## config.mk

```make
export PLATFORM = sky130hd
export DESIGN_NAME = axiWriteMaster
export DESIGN_NICKNAME = d
export VERILOG_FILES = /design/src/hw/cachePkg.sv /design/src/hw/axiWriteMaster.sv
export SDC_FILE = /design/constraint.sdc
export NUM_CORES = 1
export LEC_CHECK = 0
export BUFFER_PORTS_ARGS = -buffer_cell sky130_fd_sc_hd__buf_4
export CAP_MARGIN = 15
export CORE_AREA = 2 2 73 75
export CTS_BUF_LIST = sky130_fd_sc_hd__clkbuf_4
export CTS_CLUSTER_SIZE = 14
export DETAILED_ROUTE_END_ITERATION = 12
export DIE_AREA = 0 0 75 77
export GPL_TIMING_DRIVEN = 0
export PLACE_DENSITY_LB_ADDON = 0.1
export SETUP_SLACK_MARGIN = 0.4
export SLEW_MARGIN = 20
export SYNTH_ARGS = -nofsm -noshare
export SYNTH_HDL_FRONTEND = slang
export SYNTH_SLANG_ARGS = --single-unit
```

## constraint.sdc

```tcl
create_clock -name clk -period 3.45 [get_ports clk]
set_input_delay 0.345 -clock clk [delete_from_list [all_inputs] [get_ports clk]]
set_output_delay 0.345 -clock clk [all_outputs]
set_load 0.1 [all_outputs]
```

## src/hw/cachePkg.sv

```systemverilog
package cachePkg;

  ////////////////////////////////////////////////////////////////////
  // address and data widths
  ////////////////////////////////////////////////////////////////////

  typedef logic [31:0] addrT;
  typedef logic [31:0] wordT;

  // address bits 31..12
  typedef logic [19:0] tagT;

  // address bits 11..2
  typedef logic [9:0] indexT;

  typedef logic [3:0] strbT;

  // 0 byte, 1 halfword, 2 word
  typedef logic [1:0] sizeT;

  // beats minus one
  typedef logic [7:0] burstLenT;

  ////////////////////////////////////////////////////////////////////
  // cache to bus master traffic
  ////////////////////////////////////////////////////////////////////

  typedef struct packed {
    logic     valid;
    addrT     addr;
    burstLenT len;
  } readReqT;

  typedef struct packed {
    logic valid;
    logic last;
    wordT data;
  } readBeatT;

  typedef struct packed {
    logic valid;
    addrT addr;
    wordT data;
    strbT strb;
  } writeReqT;

endpackage
```

## src/hw/axiWriteMaster.sv

```systemverilog
`timescale 1ns/1ps

module axiWriteMaster (
  input  logic               clk,
  input  logic               resetn,
  input  cachePkg::writeReqT writeReq,
  input  logic               AWREADY,
  input  logic               WREADY,
  input  logic               BVALID,
  output logic               writeBusy,
  output logic               AWVALID,
  output logic               WVALID,
  output logic               BREADY,
  output cachePkg::addrT     AWADDR,
  output cachePkg::wordT     WDATA,
  output cachePkg::strbT     WSTRB
);

  typedef enum logic [1:0] {
    idle,
    addr,
    data,
    resp
  } stateT;

  stateT state;

  assign writeBusy = (state != idle);
  assign AWVALID = (state == addr);
  assign WVALID = (state == data);
  assign BREADY = (state == resp);

  // AW, then W, then B
  always_ff @(posedge clk) begin
    if (!resetn) begin
      state <= idle;
    end else begin
      case (state)
        idle: if (writeReq.valid) state <= addr;
        addr: if (AWREADY) state <= data;
        data: if (WREADY) state <= resp;
        resp: if (BVALID) state <= idle;
        default: state <= idle;
      endcase
    end
  end

  always_ff @(posedge clk) begin
    if (state == idle && writeReq.valid) begin
      AWADDR <= writeReq.addr;
      WDATA <= writeReq.data;
      WSTRB <= writeReq.strb;
    end
  end

endmodule

```

==> impl_metrics.prom <==
# TYPE chip_impl_metric gauge
chip_impl_metric{name="detail_route.vias_per_cell",unit=""} 4.48
chip_impl_metric{name="synth_edf_count",unit=""} 68
chip_impl_metric{name="period_share",unit=""} 0.530
chip_impl_metric{name="place_congestion",unit=""} 0.702
chip_impl_metric{name="design_area",unit="um2"} 3540
chip_impl_metric{name="diodes",unit=""} 0
chip_impl_metric{name="worst_skew_pair.late_latency",unit="ns"} 0.38
chip_impl_metric{name="worst-endpoint-required",unit="ns"} 3.11
chip_impl_info{name="critical_path.startpoint_type",value="register"} 1
chip_impl_metric{name="synthXorXnorAreaFrac",unit=""} 0
chip_impl_metric{name="synth.ff_latch_count",unit=""} 70
chip_impl_info{name="run_status",value="finished clean"} 1
chip_impl_info{name="setup_repair_after_global_routing_missed_its_margin",value="false"} 1
chip_impl_metric{name="multiplexer_share_of_the_synthesized_area",unit=""} 0.00897
chip_impl_info{name="ys_top_cells_by_area",value="edfxtp_1, ha_1, dfxtp_1, mux2i_1, nand2b_1"} 1
chip_impl_metric{name="io_buffers",unit=""} 145
chip_impl_info{name="postSynth.topFlopCell",value="edfxtp_1"} 1
chip_impl_metric{name="vias_in_the_first_global_route",unit=""} 1476
chip_impl_metric{name="synth_simple_gate_area_share",unit=""} 0.0168
chip_impl_info{name="synth_top_family_by_area",value="adder cells"} 1
chip_impl_metric{name="grt_pass1_wl",unit="mm"} 7.02
chip_impl_metric{name="die_wd",unit="um"} 75
chip_impl_info{name="worstHoldPathType",value="in2reg"} 1
chip_impl_info{name="criticalPathCategory",value="reg2out"} 1
chip_impl_metric{name="yosysUniqueCellTypes",unit=""} 10
chip_impl_metric{name="worst_setup_hold_path_clk_slew",unit="ns"} 0.10
chip_impl_metric{name="placedInstanceArea",unit="um2"} 3410
chip_impl_metric{name="postCtsSetupRepairBufs",unit=""} 0
chip_impl_metric{name="critPathArrivalTime",unit="ns"} 1.48
chip_impl_info{name="worstSetupEndpointType",value="output pin"} 1
chip_impl_metric{name="fp.coreArea",unit="um2"} 4980
chip_impl_info{name="synthDominantAreaCellType",value="edfxtp_1"} 1
chip_impl_metric{name="globalRouteTotalUtil",unit=""} 0.171
chip_impl_metric{name="die_y",unit="um"} 77
chip_impl_metric{name="slew_headroom",unit=""} 0.430
chip_impl_metric{name="cts_num_sinks",unit=""} 70
chip_impl_metric{name="detailroute.via_count",unit=""} 1435
chip_impl_metric{name="slew_worst_pin",unit="ns"} 0.855
chip_impl_metric{name="grt-ovfl-total",unit=""} 0
chip_impl_metric{name="pin_count_of_the_biggest_net_entering_global_routing",unit=""} 69
chip_impl_metric{name="asyncSetResetFlopFracSynth",unit=""} 0
chip_impl_metric{name="mappedNetlistNets",unit=""} 168
chip_impl_metric{name="detail_route.wirelength",unit="mm"} 4.77
chip_impl_metric{name="final_nets",unit=""} 324
chip_impl_metric{name="ctsHtreeMaxLevel",unit=""} 3
chip_impl_metric{name="tns",unit="ns"} 0
chip_impl_metric{name="fp.dieArea",unit="um2"} 5780
chip_impl_metric{name="postCtsHoldBufs",unit=""} 0
chip_impl_metric{name="fraction_of_the_mapped_netlist_area_in_adder_cells",unit=""} 0.0280
chip_impl_metric{name="core.rowCount",unit=""} 26
chip_impl_metric{name="maxSlewViolCount",unit=""} 0
chip_impl_metric{name="routed_wire_length_per_instance",unit="um"} 14.9
chip_impl_info{name="cts_tree",value="done"} 1
chip_impl_metric{name="ios",unit=""} 146
chip_impl_metric{name="cts-resized-gates",unit=""} 0
chip_impl_info{name="clock_tree.root_cell",value="clkbuf_4"} 1
chip_impl_info{name="top_post_synthesis_cells_by_count",value="edfxtp_1, ha_1, inv_1, nand2_1, nand2b_1"} 1
chip_impl_metric{name="detailedPlacementHpwl",unit="mm"} 3.58
chip_impl_metric{name="synth-compound-area-share",unit=""} 0.00785
chip_impl_metric{name="synthesis.instances",unit=""} 89
chip_impl_metric{name="postRouteAntennaNets",unit=""} 0
chip_impl_info{name="synth.most_common_cell",value="edfxtp_1"} 1
chip_impl_metric{name="synth_sequential_area_ratio",unit=""} 0.933
chip_impl_metric{name="cts.path.max_buffers",unit=""} 2
chip_impl_metric{name="synthesis.area_per_instance",unit="um2"} 25.1
chip_impl_metric{name="period_minus_slack",unit="ns"} 1.83
chip_impl_metric{name="areaGrowthSynthToFinish",unit="%"} 58.7
chip_impl_metric{name="synth-warning-count",unit=""} 0
chip_impl_metric{name="mappedNetlistArea",unit="um2"} 2230
chip_impl_metric{name="report.final.hold_viol_count",unit=""} 0
chip_impl_metric{name="setup_viol",unit=""} 0
chip_impl_metric{name="netlist.area_leader.share",unit=""} 0.915
chip_impl_metric{name="initialDrtViolationCount",unit=""} 85
chip_impl_metric{name="remaining_drc_errors",unit=""} 0
chip_impl_metric{name="path_max_fanout",unit=""} 4
chip_impl_metric{name="maxCapViolations",unit=""} 0
chip_impl_metric{name="cts_inserted_buffers",unit=""} 9
chip_impl_metric{name="clock_skew",unit="ns"} 0.00555
chip_impl_metric{name="post_route_cells_drive_above_1_share",unit=""} 0.644
chip_impl_metric{name="drt_pre_antenna_iters",unit=""} 4
chip_impl_metric{name="fmax",unit="MHz"} 547
chip_impl_metric{name="grt_antenna_before_repair",unit=""} 0
chip_impl_metric{name="floorplan.initialDensity",unit=""} 0.448
## kinds of logic after synthesis
family	count (synthesis)
buffers and inverters	3
DFF	70
muxes	2
and+or+nand+nor	7
adders and majority gates	5
AOI/OAI and AO/OA	2
## path summary, 6_finish.rpt
kind	start	endpoint	slack [ns]	depth (start not counted)
worst max-delay path	state[0]$_SDFFE_PN0P_	writeBusy	1.62	4
worst max register to register	state[0]$_SDFFE_PN0P_	WDATA[0]$_DFFE_PP_	1.69	3
worst min-delay path	writeReq[0]	WSTRB[0]$_DFFE_PP_	0.13	1
worst min register to register	state[1]$_SDFFE_PN0P_	state[1]$_SDFFE_PN0P_	0.53	2
## metal layers
| layer | vias up | routed length [um] | GRT usage |
|---|---|---|---|
| met5 | - | 0 | 0 |
| met4 | 0 | 141 | 0.0875 |
| met3 | 15 | 626 | 0.0880 |
| met2 | 93 | 2460 | 0.287 |
| met1 | 667 | 1550 | 0.168 |
| li1 | 660 | - | - |
## flip-flops by register name, summed over array words and instances (netlist names)
register and flops:
WDATA 32, WSTRB 4, AWADDR 32, state 2
## stage by stage
step / cells / setup slack (ns) / hold slack (ns) / utilization
after CTS: 320 / 1.61 / 0.104 / 0.711
after floorplan: 89 / 1.59 / 0.444 / -
after detailed placement: 304 / 1.70 / 0.512 / 0.685
after global routing: 320 / 1.49 / 0.0852 / 0.711
final: 320 / 1.62 / 0.125 / 0.711
after global placement: 304 / 1.33 / 0.482 / 0.685
## critical path, cell delays in order, from the launching register on
cell and delay [ns]:
dfxtp_1 0.41, inv_1 0.10, ha_1 0.22, inv_1 0.08
buf_4 0.29
## layout by cell type (no fill, tap or decap), drive strengths merged, types with 2 or more instances in the layout
master	n
buf	145
edfxtp	68
clkbuf	11
ha	5
inv	3
nand2	3
nand2b	3
clkinv	3
mux2i	2
dfxtp	2
## layout make-up
class,count,area (um2)
Sequential cell,70,2080
Clock inverter,5,50.0
Fill cell,349,1440
Tap cell,70,87.6
Inverter,3,11.3
Timing Repair Buffer,145,1090
Multi-Input combinational cell,16,139
Clock buffer,11,82.6
Power is left out: the tool's default activity adds up to more than one toggle a clock period on the data nets, which glitch-free logic cannot reach.
