### src/hw/cachePkg.sv
package cachePkg;

  ////////////////////////////////////////////////////////////////////
  // address and data widths
  ////////////////////////////////////////////////////////////////////

  typedef logic [31:0] addrT;
  typedef logic [31:0] wordT;

  // address bits 31..12
  typedef logic [19:0] tagT;

  // address bits 11..2
  typedef logic [9:0] indexT;

  typedef logic [3:0] strbT;

  // 0 byte, 1 halfword, 2 word
  typedef logic [1:0] sizeT;

  // beats minus one
  typedef logic [7:0] burstLenT;

  ////////////////////////////////////////////////////////////////////
  // cache to bus master traffic
  ////////////////////////////////////////////////////////////////////

  typedef struct packed {
    logic     valid;
    addrT     addr;
    burstLenT len;
  } readReqT;

  typedef struct packed {
    logic valid;
    logic last;
    wordT data;
  } readBeatT;

  typedef struct packed {
    logic valid;
    addrT addr;
    wordT data;
    strbT strb;
  } writeReqT;

endpackage
### src/hw/axiReadMaster.sv
`timescale 1ns/1ps

module axiReadMaster (
  input  logic               clk,
  input  logic               resetn,
  input  cachePkg::readReqT  instReq,
  input  cachePkg::readReqT  dataReq,
  input  logic               ARREADY,
  input  logic               RVALID,
  input  logic               RLAST,
  input  cachePkg::wordT     RDATA,
  output cachePkg::readBeatT instBeat,
  output cachePkg::readBeatT dataBeat,
  output logic               ARVALID,
  output logic               RREADY,
  output cachePkg::addrT     ARADDR,
  output cachePkg::burstLenT ARLEN,
  output logic [1:0]         ARBURST
);

  typedef enum logic [1:0] {
    idle,
    addr,
    data,
    stall
  } stateT;

  stateT state;
  logic grantData;
  cachePkg::addrT addrReg;
  cachePkg::burstLenT lenReg;
  logic beatFire;

  assign ARVALID = (state == addr);
  assign ARADDR = addrReg;
  assign ARLEN = lenReg;
  // INCR for bursts, FIXED for single beats
  assign ARBURST = (lenReg != '0) ? 2'b01 : 2'b00;
  assign RREADY = (state == data);

  assign beatFire = (state == data) && RVALID;

  // beats go to the granted cache only
  assign instBeat.valid = beatFire && !grantData;
  assign instBeat.last = RLAST;
  assign instBeat.data = RDATA;
  assign dataBeat.valid = beatFire && grantData;
  assign dataBeat.last = RLAST;
  assign dataBeat.data = RDATA;

  always_ff @(posedge clk) begin
    if (!resetn) begin
      state <= idle;
      grantData <= 1'b0;
    end else begin
      case (state)
        idle: begin
          // data side has priority
          if (dataReq.valid) begin
            grantData <= 1'b1;
            state <= addr;
          end else if (instReq.valid) begin
            grantData <= 1'b0;
            state <= addr;
          end
        end
        addr: if (ARREADY) state <= data;
        data: if (RVALID && RLAST) state <= stall;
        stall: state <= idle;
        default: state <= idle;
      endcase
    end
  end

  always_ff @(posedge clk) begin
    if (state == idle) begin
      addrReg <= dataReq.valid ? dataReq.addr : instReq.addr;
      lenReg <= dataReq.valid ? dataReq.len : instReq.len;
    end
  end

endmodule

### config.mk
export PLATFORM = sky130hd
export DESIGN_NAME = axiReadMaster
export DESIGN_NICKNAME = d
export VERILOG_FILES = /design/src/hw/cachePkg.sv /design/src/hw/axiReadMaster.sv
export SDC_FILE = /design/constraint.sdc
export NUM_CORES = 1
export LEC_CHECK = 0
export BUFFER_PORTS_ARGS = -buffer_cell sky130_fd_sc_hd__buf_2
export CAP_MARGIN = 20
export CORE_AREA = 4 4 88 90
export CTS_BUF_LIST = sky130_fd_sc_hd__clkbuf_16
export DETAILED_ROUTE_END_ITERATION = 8
export DIE_AREA = 0 0 92 94
export PLACE_DENSITY = 0.75
export SYNTH_ARGS = -nofsm -noshare
export SYNTH_HDL_FRONTEND = slang
export SYNTH_SLANG_ARGS = --single-unit
### constraint.sdc
create_clock -name clk -period 6 [get_ports clk]
set_input_delay 1.2 -clock clk [delete_from_list [all_inputs] [get_ports clk]]
set_output_delay 1.2 -clock clk [all_outputs]
set_load 0.02 [all_outputs]
==> results of run 1 <==
-- cells in the final DEF, fill, tap and decap left out, types with 2 or more instances in the layout --
| cell | synthesis | layout |
|---|---|---|
| clkbuf_16 | 0 | 5 |
| mux2i_1 | 2 | 2 |
| buf_2 | 0 | 133 |
| inv_1 | 3 | 3 |
| nor4_1 | 2 | 2 |
| dfxtp_1 | 3 | 3 |
| mux2_2 | 40 | 40 |
| edfxtp_1 | 40 | 40 |
| nand2_1 | 7 | 7 |
| ha_1 | 4 | 3 |
-- logic make-up after synthesis --
logic type | Yosys count
buf+inv | 75
simple gates | 13
fa+ha+maj | 4
other cells | 1
mux | 42
compound gates | 3
flops | 43
-- final timing paths --
| kind | endpoint | slack, ns | startpoint |
|---|---|---|---|
| setup / recovery | dataBeat[33] | 3.16 | RVALID |
| hold / removal | state[1]$_SDFFE_PN0P_ | 0.48 | state[1]$_SDFFE_PN0P_ |
| hold reg to reg | state[1]$_SDFFE_PN0P_ | 0.48 | state[1]$_SDFFE_PN0P_ |
| setup reg to reg | state[1]$_SDFFE_PN0P_ | 4.05 | state[0]$_SDFFE_PN0P_ |
-- routing by layer --
metal,share of wire,track usage
met1,0.36,0.1088
met2,0.50,0.1940
met3,0.12,0.03846
met4,0.020,0.05941
met5,0,0
-- state kept, by name, indices dropped and copies added (netlist names) --
name and flops:
ARADDR 32, ARLEN 8, grantData 1, state 2
-- through the flow --
| step | setup slack (ns) | hold WS [ns] | power [mW] |
|---|---|---|---|
| 3_3_place_gp | 3.166 | 0.4592 | 1.016 |
| 3_5_place_dp | 3.162 | 0.4745 | 1.027 |
| 5_1_grt | 3.136 | 0.5109 | 1.390 |
| 2_1_floorplan | 3.267 | 0.4515 | 0.9073 |
| 4_1_cts | 3.160 | 0.4873 | 1.340 |
| 6_report | 3.162 | 0.4819 | 1.321 |
-- power groups by stage --
stage	Clock [mW]	Combinational (mW)	Sequential, mW
finish	0.312	0.466	0.542
global route	0.335	0.500	0.554
CTS	0.318	0.477	0.545
detailed placement	0	0.476	0.551
global placement	0	0.470	0.546
floorplan	0	0.211	0.696
-- worst max-delay path, stage by stage --
cell and delay, ns:
buf_2 0.12, and3_1 0.17, buf_2 0.15
-- layout make-up --
type / instances / area share
Tap cell: 99 / 0.04338
Inverter: 3 / 0.003944
Clock inverter: 3 / 0.01621
Sequential cell: 43 / 0.4417
Timing Repair Buffer: 133 / 0.2331
Clock buffer: 5 / 0.04382
Multi-Input combinational cell: 63 / 0.2178
==> metrics.yaml, run 1 <==
sta:
  post-route-period-util: 0.4730
  finalCriticalPeriod_ns: 2.838
  hold_viol: 0
  final.setup.tns_ns: 0
  report.final.slew_viol_count: 0
  worstMarginPinSlew_ns: 0.9916
  clock_skew_ns: 0.006810
  finalSetupViolations: 0
  rsz0062_at_grt: "no"
  relSlewSlack: 0.3390
  timing.fmax_ghz: 0.3524
final_layout:
  nFillCells: 687
  final_cell_area_sq_um: 2855
  n_antenna_cell: 0
  drive_gt1_frac: 0.7360
  num-nets-final: 372
  area_growth_pct: 16.85
  fin_util: 0.4045
  fin_cells: 349
  seqCellArea_sq_um: 1261
  multi_input_area_sq_um: 621.8
pwr:
  power_frac_seq: 0.411
  clockPowerShare: 0.236
  p_sw_mw: 0.4715
  p_int_mw: 0.8492
  ir_drop_v: 0.0002081
  power.leakage_nw: 1.276
  powerDensity_nw_per_um2: 462.5
  power_frac_comb: 0.353
  switching_share: 0.3570
clocking:
  clock-sinks: 43
  clk-insertion-delay-late_ns: 0.28
  hold_buffers: 0
  numCtsBuffers: 5
  htreeDepth: 2
  cts_tree: "yes"
  cts_resized: 0
  cts_root_buf: "clkbuf_16"
  clkTransAtPathRegs_ns: 0.07
  clockBufferDepth: 2
  postCtsSetupBuffers: 0
setup_path:
  cp.required_ns: 4.80
  worst_ep_arrival_time_ns: 1.64
  cp_max_fo: 3
  critPathLaunchType: "input pin"
  endpoint_kind: "output pin"
  r2r_cells: 5
  worstSetupPathType: "in -> out"
synth:
  ys_dominant_reg_cell: "edfxtp_1"
  ys_ff_latch: 43
  async_reset_ff_frac: 0
  yosys.area.top_type: "edfxtp_1"
  yosysWarnings: 0
  synth_edf_count: 40
  synth_most_common_cell: "buf_4"
  synthCells: 181
  synth_commonest_cells: "buf_4, edfxtp_1, mux2_2, nand2_1, ha_1"
  synth-compound-area-share: 0.01126
  synth_top_family_by_area: "buffers and inverters"
  ys_seq_area_frac: 0.5161
  synthSimpleGateAreaFrac: 0.02765
  postSynthAreaPerCell_sq_um: 13.50
  netlist_area_sq_um: 2444
  synth_area_leaders: "edfxtp_1, buf_4, mux2_2, dfxtp_1, ha_1"
  yosysTopAreaCellShare: 0.4916
  syn-num-nets: 304
  synth-xor-area-share: 0
  yosysUniqueCellTypes: 18
  muxShareOfSynthArea: 0.1925
  yosys.area_share.adder: 0.02048
global_routing:
  grt_pass1_wl_mm: 7.307
  grt_pass1_vias: 1556
  grt_max_degree: 44
  globalRouteOverflowTotal: 0
  antenna_found_initial: 0
  grt_use_total: 0.1080
placement:
  dp_hpwl_mm: 3.797
  post_dp_cell_area_sq_um: 2684
  place_inst: 341
  routabilityCongestion: 0.7607
  port_buffers: 133
die:
  placementRows: 31
  core-area_sq_um: 7059
  fp.dieH_microns: 94
  ios: 231
  start_util: 0.3462
  dieArea_sq_um: 8648
  die_w_microns: 92
route:
  wl_per_cell_microns: 13.85
  route.vias.total: 1464
  drt_first_iter_violations: 29
  avgViaCountPerCell: 4.195
  firstDrtPassIters: 4
  routed_wl_mm: 4.835
  drc: 0
  postRouteAntennaNets: 0
job:
  cap_violations: 0
outcome:
  status: "complete, no violations"
min_path:
  holdPathStages: 2
  hold_class: "reg -> reg"
No activity file was read; power rests on OpenSTA's default activity.
==> run 2, diff against run 1 <==
--- a/config.mk
+++ b/config.mk
@@ -5,13 +5,14 @@
 export SDC_FILE = /design/constraint.sdc
 export NUM_CORES = 1
 export LEC_CHECK = 0
+export ABC_AREA = 1
 export BUFFER_PORTS_ARGS = -buffer_cell sky130_fd_sc_hd__buf_2
 export CAP_MARGIN = 20
-export CORE_AREA = 4 4 88 90
+export CORE_MARGIN = 4
+export CORE_UTILIZATION = 34
 export CTS_BUF_LIST = sky130_fd_sc_hd__clkbuf_16
 export DETAILED_ROUTE_END_ITERATION = 8
-export DIE_AREA = 0 0 92 94
-export PLACE_DENSITY = 0.75
+export PLACE_DENSITY = 0.76
 export SYNTH_ARGS = -nofsm -noshare
 export SYNTH_HDL_FRONTEND = slang
 export SYNTH_SLANG_ARGS = --single-unit
==> constraint.sdc (replaced) <==
create_clock -name clk -period 2.45 [get_ports clk]
set_input_delay 0.49 -clock clk [delete_from_list [all_inputs] [get_ports clk]]
set_output_delay 0.49 -clock clk [all_outputs]
set_load 0.02 [all_outputs]
==> run 2 against run 1 <==
Sequential power rose by 140%. Clock skew fell by 0.0043 ns. Largest cell class unchanged. Hold slack got worse by 0.0015 ns. Cell area rose by 0.35%.
==> metrics.yaml, run 2 <==
synth:
  yosysWarnings: 0  # unchanged
  yosysUniqueCellTypes: 14  # -4
  synthCells: 278  # +54%
  synth_area_leaders: "edfxtp_1, buf_4, nand2_1, dfxtp_1, ha_1"
  postSynthAreaPerCell_sq_um: 8.848  # -34%
  yosysTopAreaCellShare: 0.4883  # -0.003250
  yosys.area.top_type: "edfxtp_1"
  synth_most_common_cell: "nand2_1"
  synth_edf_count: 40  # unchanged
  netlist_area_sq_um: 2460  # +0.67%
  syn-num-nets: 401  # +32%
  async_reset_ff_frac: 0  # unchanged
  synth_commonest_cells: "nand2_1, buf_4, edfxtp_1, nor2_1, buf_2"
  ys_ff_latch: 43  # unchanged
  ys_seq_area_frac: 0.5127  # -0.003413
  ys_dominant_reg_cell: "edfxtp_1"
route:
  postRouteAntennaNets: 0  # unchanged
  route.vias.total: 1913  # +31%
  routed_wl_mm: 6.465  # +34%
  route.met3.wl_microns: 768  # +36%
  dr_wl_met2_mm: 3.602  # +48%
  m1WireLength_mm: 1.998  # +15%
  wl_per_cell_microns: 14.66  # +5.8%
  firstDrtPassIters: 4  # unchanged
  drc: 0  # unchanged
  top_layer: "met4"
  drt_first_iter_violations: 35  # +21%
  avgViaCountPerCell: 4.338  # +3.4%
sta:
  timing.fmax_ghz: 0.5620
  hold_viol: 0  # unchanged
  post-route-period-util: 0.7263
  report.final.slew_viol_count: 0  # unchanged
  worstMarginPinSlew_ns: 0.6529  # -0.3387 ns
  final.setup.tns_ns: 0  # unchanged
  finalSetupViolations: 0  # unchanged
  rsz0062_at_grt: "no"
  relSlewSlack: 0.5641  # +0.2251
  clock_skew_ns: 0.002475  # -0.004335 ns
  finalCriticalPeriod_ns: 1.780
clocking:
  hold_buffers: 0  # unchanged
  cts_root_buf: "clkbuf_16"
  postCtsSetupBuffers: 0  # unchanged
  clockBufferDepth: 2  # unchanged
  htreeDepth: 2  # unchanged
  clock-sinks: 43  # unchanged
  numCtsBuffers: 5  # unchanged
  cts_tree: "yes"
  clkTransAtPathRegs_ns: 0.06  # about the same
  cts_resized: 0  # unchanged
  clk-insertion-delay-late_ns: 0.27  # about the same
setup_path:
  worstSetupPathType: "reg -> out"
  r2r_cells: 3  # -2
  endpoint_kind: "output pin"
  cp.required_ns: 1.96  # -2.84 ns
  critPathLaunchType: "flip-flop"
  cp_max_fo: 4  # +1
  worst_ep_arrival_time_ns: 1.29  # -0.35 ns
final_layout:
  drive_gt1_frac: 0.4174  # -0.3186
  mostFrequentLayoutCells: "nand2_1, buf_2, edfxtp_1"
  final_cell_area_sq_um: 2865  # +0.35%
  nFillCells: 730  # +6.3%
  largest_reg_flops: 32  # unchanged
  n_antenna_cell: 0  # unchanged
  area_growth_pct: 16.48
  num-nets-final: 467  # +26%
global_routing:
  globalRouteOverflowTotal: 0  # unchanged
  antenna_found_initial: 0  # unchanged
  grt_pass1_wl_mm: 9.666  # +32%
  grt_use_total: 0.1429  # +0.03490
  grt_max_degree: 43  # -2.3%
  grt_pass1_vias: 1938  # +25%
die:
  core-area_sq_um: 6907  # -2.2%
  start_util: 0.3562  # +0.01001
  fp.dieH_microns: 93.06  # -1.0%
  ios: 231  # unchanged
  placementRows: 30  # -3.2%
  die_w_microns: 93.06  # +1.2%
  dieArea_sq_um: 8660  # +0.14%
min_path:
  hold_class: "in -> reg"
  holdPathStages: 3  # +1
pwr:
  powerDensity_nw_per_um2: 1063  # +130%
  ir_drop_v: 0.0005067  # +140%
  power.leakage_nw: 1.498  # +17%
placement:
  routabilityCongestion: 0.7791  # +2.4%
  port_buffers: 133  # unchanged
  post_dp_cell_area_sq_um: 2725  # +1.5%
  dp_hpwl_mm: 5.344  # +41%
outcome:
  status: "complete, no violations"
job:
  cap_violations: 0  # unchanged
[run 2: changes by cell type after synthesis, sizes merged, moves of 3 or more]
cell   delta
buf       +4
inv       +3
mux2     -40
nand2   +126
nor2      +9
[run 2: worst paths after layout]
check / start / to / slack [ns]
min reg2reg: grantData$_SDFFE_PN0P_ / grantData$_SDFFE_PN0P_ / 0.50
max: state[0]$_SDFFE_PN0P_ / instBeat[33] / 0.67
min: instReq[28] / ARADDR[20]$_DFFE_PN_ / 0.48
max reg2reg: state[0]$_SDFFE_PN0P_ / ARADDR[17]$_DFFE_PN_ / 1.17
[run 2: area by class of cell]
type,instances,area (sq um),area share
sequential,43,1261,0.4402
timing repair buffer,135,693.2,0.2419
multi-input combinational,153,628.1,0.2192
clock buffer,5,125.1,0.04367
tap,96,120.1,0.04192
inverter,6,22.52,0.007860
clock inverter,3,15.01,0.005240
[run 2: per-stage QoR]
step / cells / hold WS (ns) / setup WS, ns / util / power, mW
2_1_floorplan: 278 / 0.4613 / 0.4277 / - / 2.155
3_3_place_gp: 433 / 0.4805 / 0.8483 / 0.3946 / 2.432
3_5_place_dp: 433 / 0.4963 / 0.8018 / 0.3946 / 2.469
4_1_cts: 441 / 0.4744 / 0.6608 / 0.4149 / 3.091
5_1_grt: 441 / 0.4790 / 0.5514 / 0.4149 / 3.235
6_report: 441 / 0.4804 / 0.6705 / 0.4149 / 3.046
[run 2: cell families (layout without fill, tap and decap cells)]
| family | count (synthesis) | in the layout | synth area share |
|---|---|---|---|
| AND/OR/NAND/NOR | 147 | 147 | 0.2294 |
| flip-flops | 43 | 43 | 0.5127 |
| AO/OA/AOI/OAI | 1 | 1 | 0.003053 |
| other | 1 | 1 | 0.001524 |
| buffers and inverters | 82 | 149 | 0.2330 |
| adder cells (fa/ha/maj) | 4 | 4 | 0.02035 |
[run 2: critical path, cell delays in order (launching register included)]
cell and delay, ns:
dfxtp_1 0.33, inv_1 0.12, ha_1 0.24, nand2_1 0.09, nor2_1 0.08, buf_2 0.16
[run 2: where the power goes]
part	switching, mW	internal (mW)	total [mW]
Clock	0.244	0.370	0.614
Sequential	0.0968	1.19	1.29
Combinational	0.781	0.362	1.14
[run 2: per-layer routing]
| layer | GRT usage | vias to the layer above |
|---|---|---|
| met3 | 0.05792 | 10 |
| met5 | 0 | - |
| met2 | 0.2813 | 139 |
| met1 | 0.1298 | 831 |
| li1 | - | 933 |
| met4 | 0.04884 | 0 |
==> run 3, diff against run 2 <==
--- a/config.mk
+++ b/config.mk
@@ -9,10 +9,10 @@
 export BUFFER_PORTS_ARGS = -buffer_cell sky130_fd_sc_hd__buf_2
 export CAP_MARGIN = 20
 export CORE_MARGIN = 4
-export CORE_UTILIZATION = 34
+export CORE_UTILIZATION = 37
 export CTS_BUF_LIST = sky130_fd_sc_hd__clkbuf_16
 export DETAILED_ROUTE_END_ITERATION = 8
-export PLACE_DENSITY = 0.76
+export PLACE_DENSITY = 0.79
 export SYNTH_ARGS = -nofsm -noshare
 export SYNTH_HDL_FRONTEND = slang
 export SYNTH_SLANG_ARGS = --single-unit
==> constraint.sdc (replaced) <==
create_clock -name clk -period 1.7 [get_ports clk]
set_input_delay 0.34 -clock clk [delete_from_list [all_inputs] [get_ports clk]]
set_output_delay 0.34 -clock clk [all_outputs]
set_load 0.02 [all_outputs]
==> run 3 against run 2 <==
Sequential share of layout area rose by 0.096 points. Flip-flop and latch count did not move. Global-route usage rose by 0.49 points. Combinational power rose by 45%. Total power rose by 45%. Clock power rose by 47%. Cell count fell by 3.9%. Setup slack got worse by 0.55 ns. Die area fell by 7.4%. Clock-buffer cell count did not move. Hold slack got worse by 0.16 ns. Cell area fell by 0.22%. Largest cell class unchanged.
==> metrics.yaml, run 3 (synthesis results as in run 2) <==
clocking:
  clkTransAtPathRegs_ns: 0.05  # about the same
  clock-sinks: 43  # unchanged
  clockBufferDepth: 2  # unchanged
  postCtsSetupBuffers: 0  # unchanged
  numCtsBuffers: 5  # unchanged
  cts_tree: "yes"
  htreeDepth: 2  # unchanged
  clk-insertion-delay-late_ns: 0.28  # about the same
  cts_root_buf: "clkbuf_16"
sta:
  finalSetupViolations: 0  # unchanged
  report.final.slew_viol_count: 0  # unchanged
  post-route-period-util: 0.9264
  hold_viol: 0  # unchanged
  rsz0062_at_grt: "no"
  final.setup.tns_ns: 0  # unchanged
  finalCriticalPeriod_ns: 1.575
  timing.fmax_ghz: 0.6350
  holdWs_ns: 0.3223  # -0.1581 ns
  clock_skew_ns: 0.007584  # +0.005109 ns
setup_path:
  crit_path_top_delay_cell: "dfxtp_1"
  endpoint_kind: "output pin"
  regToRegEndpoint: "ARADDR[20]$_DFFE_PN_"
  cp_max_fo: 4  # unchanged
  path_buf_inv: 2  # unchanged
  reg2reg_slack_ns: 0.44  # -0.73 ns
  critical-path-top-delay-family: "flip-flops"
  cp.required_ns: 1.36  # -0.60 ns
  r2r_start: "state[0]$_SDFFE_PN0P_"
  worst_ep_arrival_time_ns: 1.23  # -0.06 ns
  worstSetupPathType: "reg -> out"
  r2r_cells: 3  # unchanged
  critPathLaunchType: "flip-flop"
  critPathMaxStageDelay_ns: 0.32  # about the same
  crit_chain: "inv_1 -> ha_2 -> nand2_1 -> nor2_1 -> buf_2"
die:
  placementRows: 29  # -3.3%
  dieArea_sq_um: 8017  # -7.4%
  fp.dieH_microns: 89.54  # -3.8%
  core-area_sq_um: 6386  # -7.5%
  die_w_microns: 89.54  # -3.8%
  start_util: 0.3852  # +0.02903
  ios: 231  # unchanged
route:
  postRouteAntennaNets: 0  # unchanged
  drt_first_iter_violations: 60  # +71%
  firstDrtPassIters: 5  # +1
  route.vias.total: 1880  # -1.7%
  avgViaCountPerCell: 4.434  # +2.2%
  drc: 0  # unchanged
  routed_wl_mm: 6.685  # +3.4%
  wl_per_cell_microns: 15.77  # +7.5%
placement:
  port_buffers: 133  # unchanged
  dp_hpwl_mm: 5.403  # +1.1%
  routabilityCongestion: 0.7296  # -6.4%
job:
  cap_violations: 0  # unchanged
min_path:
  holdPathStages: 3  # unchanged
  hold_start: "resetn"
  min_to: "state[0]$_SDFFE_PN0P_"
  hold_class: "in -> reg"
pwr:
  ir_drop_v: 0.0009246  # +82%
  powerDensity_nw_per_um2: 1545  # +45%
  power.leakage_nw: 1.506  # +0.54%
global_routing:
  grt_use_total: 0.1478  # +0.004908
  grt_pass1_vias: 1684  # -13%
  grt_max_degree: 41  # -4.7%
  globalRouteOverflowTotal: 0  # unchanged
  grt_pass1_wl_mm: 8.714  # -9.8%
  antenna_found_initial: 0  # unchanged
final_layout:
  n_antenna_cell: 0  # unchanged
  drive_gt1_frac: 0.4236  # +0.006240
  num-nets-final: 469  # +0.43%
  nFillCells: 623  # -15%
  mostFrequentLayoutCells: "nand2_1, buf_2, edfxtp_1"
  area_growth_pct: 16.23
  largest_reg_flops: 32  # unchanged
outcome:
  status: "complete, no violations"
[run 3: changes by cell type in the layout (fill, tap and decap cells not counted)]
| cell | previous run | this run |
|---|---|---|
| buf_4 | 1 | 3 |
| ha_1 | 3 | 2 |
| ha_2 | 1 | 2 |
[run 3: worst max-delay path by stage]
| stage | cells after the start | slack [ns] | from | to |
|---|---|---|---|---|
| after floorplan | 7 | 0.12 | state[0]$_SDFFE_PN0P_ | state[0]$_SDFFE_PN0P_ |
| after global placement | 5 | 0.42 | dataReq[40] | ARADDR[11]$_DFFE_PN_ |
| after detailed placement | 5 | 0.35 | dataReq[40] | ARADDR[19]$_DFFE_PN_ |
| after CTS | 5 | 0.1 | state[0]$_SDFFE_PN0P_ | dataBeat[33] |
| after global routing | 5 | 0.01 | state[0]$_SDFFE_PN0P_ | dataBeat[33] |
| final | 5 | 0.13 | state[0]$_SDFFE_PN0P_ | dataBeat[33] |
[run 3: final cells by class]
type / instances / area (sq um) / area share
Sequential cell: 43 / 1261 / 0.4411
Timing Repair Buffer: 137 / 708.2 / 0.2477
Multi-Input combinational cell: 153 / 630.6 / 0.2206
Clock buffer: 5 / 125.1 / 0.04376
Tap cell: 77 / 96.34 / 0.03370
Inverter: 6 / 22.52 / 0.007877
Clock inverter: 3 / 15.01 / 0.005252
[run 3: per-stage QoR]
step | util | std cells | power (mW) | cell area (sq um) | worst slack [ns]
global placement | 0.4254 | 416 | 3.514 | 2716 | 0.4187
CTS | 0.4473 | 424 | 4.478 | 2856 | 0.09683
finish | 0.4477 | 424 | 4.418 | 2859 | 0.1252
floorplan | - | 278 | 3.102 | 2462 | 0.1173
detailed placement | 0.4254 | 416 | 3.562 | 2716 | 0.3525
global route | 0.4477 | 424 | 4.681 | 2859 | 0.01280
[run 3: what timing repair did]
item	in CTS	in global routing
hold buffers	0	0
endpoints found under the setup margin	0	1
resized for setup	0	1
[run 3: worst reg2reg max path, stage by stage, from the launching register on]
cell	delay (ns)
dfxtp_1	0.32
inv_1	0.11
ha_2	0.25
buf_12	0.24
[run 3: power breakdown]
group          switching [mW]  internal (mW)
clock                   0.367          0.533
combinational            1.13          0.526
sequential              0.147           1.72
total                    1.64           2.78
[run 3: per-layer routing]
layer  GRT usage  part of all wire  up-vias  wire (microns)
li1            -                 -      939               -
met1      0.1358              0.30      801            1987
met2      0.2827              0.54      128            3637
met3     0.06452              0.14       12             938
met4     0.05683             0.018        0             122
met5           0                 0        -               0
